## config.mk

```make
export PLATFORM = sky130hd
export DESIGN_NAME = rv32m_execute
export DESIGN_NICKNAME = d
export VERILOG_FILES = /design/src/rv32m_pkg.sv /design/src/rv32m_execute.sv /design/src/shift_test_restore_divider.sv /design/src/shift_add_multiplier.sv /design/src/rv32m_decode.sv
export SDC_FILE = /design/constraint.sdc
export NUM_CORES = 1
export LEC_CHECK = 0
export BUFFER_PORTS_ARGS = -buffer_cell sky130_fd_sc_hd__buf_2
export CAP_MARGIN = 40
export CORE_MARGIN = 2
export CORE_UTILIZATION = 45
export CTS_CLUSTER_SIZE = 30
export DETAILED_ROUTE_END_ITERATION = 10
export GPL_ROUTABILITY_DRIVEN = 0
export PLACE_DENSITY_LB_ADDON = 0.1
export SLEW_MARGIN = 25
export SYNTH_ARGS = -nofsm -noshare
export SYNTH_HDL_FRONTEND = slang
export SYNTH_SLANG_ARGS = --single-unit
```

## constraint.sdc

```tcl
create_clock -name CLK -period 26.1 [get_ports CLK]
set_clock_uncertainty 0.15 [all_clocks]
set_input_delay 5.22 -clock CLK [delete_from_list [all_inputs] [get_ports CLK]]
set_output_delay 5.22 -clock CLK [all_outputs]
set_load 0.02 [all_outputs]
```

## src/rv32m_pkg.sv

```systemverilog
package rv32m_pkg;

  // default data width of the execute block
  parameter int WORD_SIZE = 32;

  // funct3 codes of the M extension (opcode OP, funct7 0000001)
  parameter logic [2:0] FN_MUL    = 3'b000;
  parameter logic [2:0] FN_MULH   = 3'b001;
  parameter logic [2:0] FN_MULHSU = 3'b010;
  parameter logic [2:0] FN_MULHU  = 3'b011;
  parameter logic [2:0] FN_DIV    = 3'b100;
  parameter logic [2:0] FN_DIVU   = 3'b101;
  parameter logic [2:0] FN_REM    = 3'b110;
  parameter logic [2:0] FN_REMU   = 3'b111;

  // signedness of {operand a, operand b}
  parameter logic [1:0] SIGN_UU = 2'b00;
  parameter logic [1:0] SIGN_SU = 2'b10;
  parameter logic [1:0] SIGN_SS = 2'b11;

  // one-hot unit select, also kept in the operand saver
  parameter logic [2:0] OP_MUL = 3'b100;
  parameter logic [2:0] OP_DIV = 3'b010;
  parameter logic [2:0] OP_REM = 3'b001;

endpackage
```

## src/rv32m_execute.sv

```systemverilog
`timescale 1ns/1ps

module rv32m_execute #(
  parameter int WIDTH = rv32m_pkg::WORD_SIZE
) (
  input  logic             CLK,
  input  logic             nRST,
  input  logic             start,
  input  logic [2:0]       funct3,
  input  logic [WIDTH-1:0] rs1_data,
  input  logic [WIDTH-1:0] rs2_data,
  output logic             busy,
  output logic [WIDTH-1:0] result
);
  import rv32m_pkg::*;

  localparam logic [WIDTH-1:0] MIN_INT = {1'b1, {(WIDTH-1){1'b0}}};

  logic [2:0]         op_curr;
  logic [2:0]         op_save;
  logic [2:0]         operation;
  logic [1:0]         sign_curr;
  logic [1:0]         sign_save;
  logic [1:0]         sign_mode;
  logic               lower_word;
  logic [WIDTH-1:0]   op_a_save;
  logic [WIDTH-1:0]   op_b_save;
  logic [WIDTH-1:0]   op_a;
  logic [WIDTH-1:0]   op_b;
  logic               operand_diff;
  logic               is_div;
  logic               div_zero;
  logic               overflow;
  logic               special;
  logic               mul_start;
  logic               div_start;
  logic [2*WIDTH-1:0] product;
  logic               mul_finished;
  logic [WIDTH-1:0]   quotient;
  logic [WIDTH-1:0]   remainder;
  logic               div_finished;
  logic               sel_finished;

  rv32m_decode dec_i (
    .funct3     (funct3),
    .op_sel     (op_curr),
    .sign_mode  (sign_curr),
    .lower_word (lower_word)
  );

  // new request when anything differs from the saved copy
  assign operand_diff = start && (rs1_data != op_a_save || rs2_data != op_b_save ||
                                  sign_curr != sign_save || op_curr != op_save);
  assign op_a      = operand_diff ? rs1_data : op_a_save;
  assign op_b      = operand_diff ? rs2_data : op_b_save;
  assign sign_mode = operand_diff ? sign_curr : sign_save;
  assign operation = operand_diff ? op_curr : op_save;

  always_ff @(posedge CLK, negedge nRST) begin
    if (!nRST) begin
      op_a_save <= '0;
      op_b_save <= '0;
      sign_save <= '0;
      op_save   <= '0;
    end else if (operand_diff) begin
      op_a_save <= rs1_data;
      op_b_save <= rs2_data;
      sign_save <= sign_curr;
      op_save   <= op_curr;
    end
  end

  // special divide cases are answered here, divider stays idle
  assign is_div    = operation == OP_DIV || operation == OP_REM;
  assign div_zero  = op_b == '0;
  assign overflow  = sign_mode == SIGN_SS && op_a == MIN_INT && op_b == '1;
  assign special   = is_div && (div_zero || overflow);
  assign mul_start = operand_diff && operation == OP_MUL;
  assign div_start = operand_diff && is_div && !special;

  shift_add_multiplier #(.N(WIDTH)) mult_i (
    .CLK          (CLK),
    .nRST         (nRST),
    .start        (mul_start),
    .multiplicand (op_a),
    .multiplier   (op_b),
    .is_signed    (sign_mode),
    .product      (product),
    .finished     (mul_finished)
  );

  shift_test_restore_divider #(.N(WIDTH)) div_i (
    .CLK       (CLK),
    .nRST      (nRST),
    .start     (div_start),
    .is_signed (sign_mode == SIGN_SS),
    .dividend  (op_a),
    .divisor   (op_b),
    .quotient  (quotient),
    .remainder (remainder),
    .finished  (div_finished)
  );

  always_comb begin
    busy   = 1'b0;
    result = '0; // nothing requested since reset
    case (operation)
      OP_MUL: begin
        busy   = mul_start || !mul_finished;
        result = lower_word ? product[WIDTH-1:0] : product[2*WIDTH-1:WIDTH];
      end
      OP_DIV: begin
        busy = (div_start || !div_finished) && !special;
        if (div_zero) begin
          result = '1;
        end else if (overflow) begin
          result = MIN_INT;
        end else begin
          result = quotient;
        end
      end
      OP_REM: begin
        busy = (div_start || !div_finished) && !special;
        if (div_zero) begin
          result = op_a;
        end else if (overflow) begin
          result = '0;
        end else begin
          result = remainder;
        end
      end
      default: begin
        busy = 1'b0;
      end
    endcase
  end

  assign sel_finished = (operation == OP_MUL) ? mul_finished : div_finished;

  result_known: assert property (@(posedge CLK) disable iff (!nRST)
    !busy |-> !$isunknown(result));

  // busy falls together with the unit's finished edge, or for a special divide
  busy_fall_reason: assert property (@(posedge CLK) disable iff (!nRST)
    $fell(busy) |-> special || $rose(sel_finished));

endmodule

```

## src/shift_test_restore_divider.sv

```systemverilog
`timescale 1ns/1ps

module shift_test_restore_divider #(
  parameter int N = 32
) (
  input  logic         CLK,
  input  logic         nRST,
  input  logic         start,
  input  logic         is_signed,
  input  logic [N-1:0] dividend,
  input  logic [N-1:0] divisor,
  output logic [N-1:0] quotient,
  output logic [N-1:0] remainder,
  output logic         finished
);

  localparam int CW = $clog2(N + 1);

  logic          dvd_neg;
  logic          dvs_neg;
  logic [N-1:0]  dvd_mag;
  logic [N-1:0]  dvs_mag;
  logic [N-1:0]  shreg;      // dividend bits leave at the top, quotient bits enter below
  logic [N-1:0]  dvs;
  logic [N-1:0]  prem;       // partial remainder
  logic [N:0]    prem_shift;
  logic [N+1:0]  trial;
  logic          q_neg;
  logic          r_neg;
  logic          running;
  logic [CW-1:0] count;

  assign dvd_neg = is_signed && dividend[N-1];
  assign dvs_neg = is_signed && divisor[N-1];
  assign dvd_mag = dvd_neg ? -dividend : dividend;
  assign dvs_mag = dvs_neg ? -divisor : divisor;

  // next dividend bit into the partial remainder, then trial subtract
  assign prem_shift = {prem, shreg[N-1]};
  assign trial      = {1'b0, prem_shift} - {2'b00, dvs};

  always_ff @(posedge CLK, negedge nRST) begin
    if (!nRST) begin
      running  <= 1'b0;
      count    <= '0;
      finished <= 1'b1;
    end else if (start) begin
      running  <= 1'b1;
      count    <= '0;
      finished <= 1'b0;
    end else if (running) begin
      if (count == CW'(N)) begin
        running  <= 1'b0;
        finished <= 1'b1;
      end else begin
        count <= count + 1'b1;
      end
    end
  end

  always_ff @(posedge CLK) begin
    if (start) begin
      shreg <= dvd_mag;
      dvs   <= dvs_mag;
      prem  <= '0;
      q_neg <= dvd_neg ^ dvs_neg;
      r_neg <= dvd_neg; // remainder follows the dividend
    end else if (running) begin
      if (count == CW'(N)) begin
        quotient  <= q_neg ? -shreg : shreg;
        remainder <= r_neg ? -prem : prem;
      end else if (trial[N+1]) begin
        prem  <= prem_shift[N-1:0]; // negative, restore
        shreg <= {shreg[N-2:0], 1'b0};
      end else begin
        prem  <= trial[N-1:0];
        shreg <= {shreg[N-2:0], 1'b1};
      end
    end
  end

  // the execute stage answers zero divisors itself
  no_zero_divisor: assert property (@(posedge CLK) disable iff (!nRST)
    start |-> divisor != '0);

endmodule

```

## src/shift_add_multiplier.sv

```systemverilog
`timescale 1ns/1ps

module shift_add_multiplier #(
  parameter int N = 32
) (
  input  logic           CLK,
  input  logic           nRST,
  input  logic           start,
  input  logic [N-1:0]   multiplicand,
  input  logic [N-1:0]   multiplier,
  input  logic [1:0]     is_signed,
  output logic [2*N-1:0] product,
  output logic           finished
);
  import rv32m_pkg::*;

  localparam int CW = $clog2(N + 1);

  logic           a_neg;
  logic           b_neg;
  logic [N-1:0]   a_mag;
  logic [N-1:0]   b_mag;
  logic [2*N-1:0] mcand;   // moves left one bit per step
  logic [N-1:0]   mplier;  // moves right one bit per step
  logic [2*N-1:0] acc;
  logic           negate;
  logic           running;
  logic [CW-1:0]  count;

  // operand a is signed in SU and SS, operand b only in SS
  assign a_neg = (is_signed == SIGN_SU || is_signed == SIGN_SS) && multiplicand[N-1];
  assign b_neg = (is_signed == SIGN_SS) && multiplier[N-1];
  assign a_mag = a_neg ? -multiplicand : multiplicand;
  assign b_mag = b_neg ? -multiplier : multiplier;

  always_ff @(posedge CLK, negedge nRST) begin
    if (!nRST) begin
      running  <= 1'b0;
      count    <= '0;
      finished <= 1'b1; // idle
    end else if (start) begin
      running  <= 1'b1;
      count    <= '0;
      finished <= 1'b0;
    end else if (running) begin
      if (count == CW'(N)) begin
        running  <= 1'b0;
        finished <= 1'b1;
      end else begin
        count <= count + 1'b1;
      end
    end
  end

  always_ff @(posedge CLK) begin
    if (start) begin
      mcand  <= {{N{1'b0}}, a_mag};
      mplier <= b_mag;
      acc    <= '0;
      negate <= a_neg ^ b_neg;
    end else if (running) begin
      if (count == CW'(N)) begin
        product <= negate ? -acc : acc; // sign cycle
      end else begin
        if (mplier[0]) begin
          acc <= acc + mcand;
        end
        mcand  <= mcand << 1;
        mplier <= mplier >> 1;
      end
    end
  end

  // no new start in the cycle where finished rises
  start_holds_off_finish: assert property (@(posedge CLK) disable iff (!nRST)
    start |-> !$rose(finished));

endmodule

```

## src/rv32m_decode.sv

```systemverilog
`timescale 1ns/1ps

module rv32m_decode (
  input  logic [2:0] funct3,
  output logic [2:0] op_sel,
  output logic [1:0] sign_mode,
  output logic       lower_word
);
  import rv32m_pkg::*;

  always_comb begin
    op_sel     = OP_MUL;
    sign_mode  = SIGN_UU;
    lower_word = 1'b0;
    case (funct3)
      FN_MUL: begin
        lower_word = 1'b1; // low half is sign independent
      end
      FN_MULH: begin
        sign_mode = SIGN_SS;
      end
      FN_MULHSU: begin
        sign_mode = SIGN_SU;
      end
      FN_MULHU: begin
        sign_mode = SIGN_UU;
      end
      FN_DIV: begin
        op_sel    = OP_DIV;
        sign_mode = SIGN_SS;
      end
      FN_DIVU: begin
        op_sel = OP_DIV;
      end
      FN_REM: begin
        op_sel    = OP_REM;
        sign_mode = SIGN_SS;
      end
      FN_REMU: begin
        op_sel = OP_REM;
      end
      default: begin
        op_sel = OP_MUL;
      end
    endcase
  end

endmodule

```

==> qor.csv <==
metric,value,unit
cpMaxStageDelayCell,mux2i_1,
clock_latency,0.62,ns
drt_pass1_iterations,8,
yosys-mux-area-fraction,4.03,%
total_power,2.81,mW
hold_viol,0,
nets,3356,
crit_path_start_kind,input pin,
required,20.73,ns
port-buffer-count,102,
die_w,257,um
grt_pass1_vias,22600,
io_pins,103,
clkTransAtPathRegs,0.06,ns
synthAdderAreaFrac,4.70,%
vias,24100,
dp_hpwl,69200,um
critical_path_depth,16,
cts.root.buffer_cell,clkbuf_16,
reg2reg_slack,18.75,ns
place_ws,9.58,ns
post_cts_resized,0,
outcome,"finished, final reports clean",
grtUsageMet2,40.5,%
core_area,63200,um2
fin_area,32100,um2
crit_start,rs1_data[14],
finalCriticalPeriod,16.70,ns
post-route-period-util,64.0,%
routedWlPerCell,22.4,um
fillCellCount,5806,
syn_area,28800,um2
rsz0062_at_grt,false,
die-area,66100,um2
area_growth_syn_to_layout,11.4,%
ant_nets,0,
synth_enable_flop_cells,259,
cp_cell_sequence,buf_2 > xor2_1 > nor4_1 > nand4_1 > or4_1 > o31ai_4 > buf_4 > mux2i_1 > ha_1 > nand3_1 > nor4_4 > a21oi_1 > nor2b_2 > buf_4 > a221o_1 > buf_2,
grt_overflow,0,
async_flop_share,18.0,%
cts_setup_buffers,0,
grt_max_degree,84,
place_area,30200,um2
crit_arrival,11.33,ns
htree_levels,2,
synth_cells,3125,
cp.buffers_inverters,4,
vdd_drop_max,51.4,uV
synth_xor_area_share,11.0,%
die_height,257,um
tightest_slew,0.912,ns
track_usage,27.2,%
maxCapViolCount,0,
cpPeakStageDelay,0.82,ns
seq_area_frac_synth,43.3,%
avgSynthCellArea,9.22,um2
final_core_util,50.8,%
ctsHoldBuffers,0,
slew_viol_final,0,
route.detailed.drc,0,
grt_antenna_before_repair,18,
stdcell_count,4078,
tns,0,ns
max-slew-margin-rel,37.5,%
cts_inserted_buffers,54,
critical_path_class,in2out,
initialDrtViolationCount,2276,
crit_end,result[3],
routed_wl,91400,um
endpoint_kind,output pin,
place_inst,3963,
finalSetupViolations,0,
powerDensity,87.6,nW/um2
setup_slack,9.40,ns
synth_top_family_by_area,compound AO/OA/AOI/OAI gates,
cts_tree,built,
drive_gt1_share,9.43,%
busiest_layer,met2,
cpLargestDelayFamily,simple AND/OR/NAND/NOR gates,
r2r-end,div_i.remainder[24],
grtUsageMet3,5.97,%
start_util,45.6,%
ys_ff_latch,472,
rows,92,
crit_fanout,58,
fmax,59.9,MHz
p_leak,12.7,nW
yosysWarnings,0,
clock_path_buffers,3,
met1_usage,39.8,%
yosys_most_used_dff,edfxtp_1,
worst-r2r-cell-count,16,
via_per_inst,5.91,
syn_nets,3302,
grt_pass1_wl,139000,um
cts_sinks,472,
synth.distinct_cells,79,
synth-compound-area-share,17.2,%
reg2reg_from,op_a_save[14],
synth-simple-area-share,16.1,%
worst_hold_slack,0.317,ns
hold_path_class,reg2reg,
flip-flops by register name, indices dropped and copies added (netlist names), 2 cells and up:
name	count
div_i.count	6
div_i.dvs	32
div_i.prem	32
div_i.quotient	32
div_i.remainder	32
div_i.shreg	32
mult_i.acc	64
mult_i.count	6
mult_i.mcand	64
mult_i.mplier	32
mult_i.product	64
op_a_save	32
op_b_save	32
op_save	3
sign_save	2
cell usage in the layout, fill, tap and decap left out, types with 8 or more instances in the layout:
| master | Yosys | routed |
|---|---|---|
| nand2_1 | 456 | 454 |
| xnor2_1 | 275 | 275 |
| a21oi_1 | 270 | 269 |
| edfxtp_1 | 259 | 259 |
| o21ai_0 | 214 | 214 |
| nor2_1 | 201 | 200 |
| dfxtp_1 | 128 | 128 |
| inv_1 | 127 | 127 |
| ha_1 | 105 | 105 |
| buf_2 | 10 | 102 |
| xor2_1 | 88 | 88 |
| dfrtp_1 | 83 | 83 |
| mux2i_1 | 71 | 71 |
| nor3_1 | 62 | 61 |
| clkbuf_16 | 0 | 55 |
| o31ai_1 | 53 | 53 |
| nor4_1 | 44 | 43 |
| a21o_1 | 42 | 42 |
| mux2_2 | 40 | 40 |
| nand4_1 | 36 | 36 |
| or3_1 | 35 | 35 |
| a221o_1 | 34 | 34 |
| buf_4 | 2 | 29 |
| nand3_1 | 28 | 28 |
| a211oi_1 | 28 | 28 |
| or4_1 | 27 | 27 |
| nand2b_1 | 27 | 26 |
| a31oi_1 | 25 | 25 |
| o21a_1 | 21 | 21 |
| o41ai_1 | 18 | 18 |
| nor2b_1 | 19 | 17 |
| clkbuf_1 | 121 | 16 |
| o21bai_1 | 15 | 15 |
| and3_1 | 15 | 14 |
| and2_1 | 11 | 10 |
| a211o_1 | 11 | 10 |
| diode_2 | 0 | 9 |
| o211ai_1 | 9 | 9 |
| clkinv_2 | 0 | 8 |
cells by family (layout without fill, tap and decap cells):
logic type | count (synthesis) | count (layout)
AO/OA/AOI/OAI | 796 | 796
XOR/XNOR | 363 | 363
adder cells (fa/ha/maj) | 107 | 107
buffers and inverters | 276 | 374
flip-flops | 472 | 472
multiplexers | 111 | 111
other | 0 | 9
AND/OR/NAND/NOR | 1000 | 1000
tightest hold or removal path: cells and delay by family, from the launching register on:
| family | cells | cell delay (ns) |
|---|---|---|
| flip-flops | 1 | 0.37 |
| AO/OA/AOI/OAI | 1 | 0.05 |
| buffers and inverters | 1 | 0.04 |
area by class of cell:
class                           count  area, um2  area share (%)
Multi-Input combinational cell   2377      15400            47.9
Sequential cell                   472      12500            38.8
Clock buffer                       78       1530            4.77
Tap cell                          846       1060            3.30
Timing Repair Buffer              144        985            3.07
Inverter                          130        490            1.53
Clock inverter                     22        179           0.557
Antenna cell                        9       22.5          0.0701
Yosys cell counts, types with 40 or more instances:
cell type / count / share of area [%]
xor2_1: 88 / 2.7
nor4_1: 44 / 0.95
mux2_2: 40 / 1.6
nor3_1: 62 / 1.1
inv_1: 127 / 1.7
dfxtp_1: 128 / 8.9
ha_1: 105 / 4.6
o31ai_1: 53 / 1.4
nor2_1: 201 / 2.6
nand2_1: 456 / 5.9
dfrtp_1: 83 / 7.2
xnor2_1: 275 / 8.4
a21o_1: 42 / 1.1
a21oi_1: 270 / 4.7
edfxtp_1: 259 / 27
clkbuf_1: 121 / 1.6
mux2i_1: 71 / 2.5
o21ai_0: 214 / 3.7
routing by layer:
| layer | share of wire, % | wire [um] |
|---|---|---|
| met1 | 45 | 41400 |
| met2 | 43 | 39600 |
| met3 | 8.8 | 8050 |
| met4 | 2.4 | 2220 |
| met5 | 0.12 | 112 |
worst min-delay path by stage:
stage / from / endpoint / slack (ns) / depth (start not counted)
after floorplan: div_i.finished / div_i.finished / 0.29 / 2
after global routing: mult_i.mcand[63] / mult_i.mcand[63] / 0.35 / 2
after detailed placement: div_i.finished / div_i.finished / 0.31 / 2
after CTS: div_i.finished / div_i.finished / 0.32 / 2
final: div_i.finished / div_i.finished / 0.32 / 2
after global placement: div_i.finished / div_i.finished / 0.30 / 2
power by group:
group	internal, mW	switching, mW
clock network	0.427	0.317
registers	0.935	0.157
logic	0.410	0.567
(Power assumes the default switching activity.)
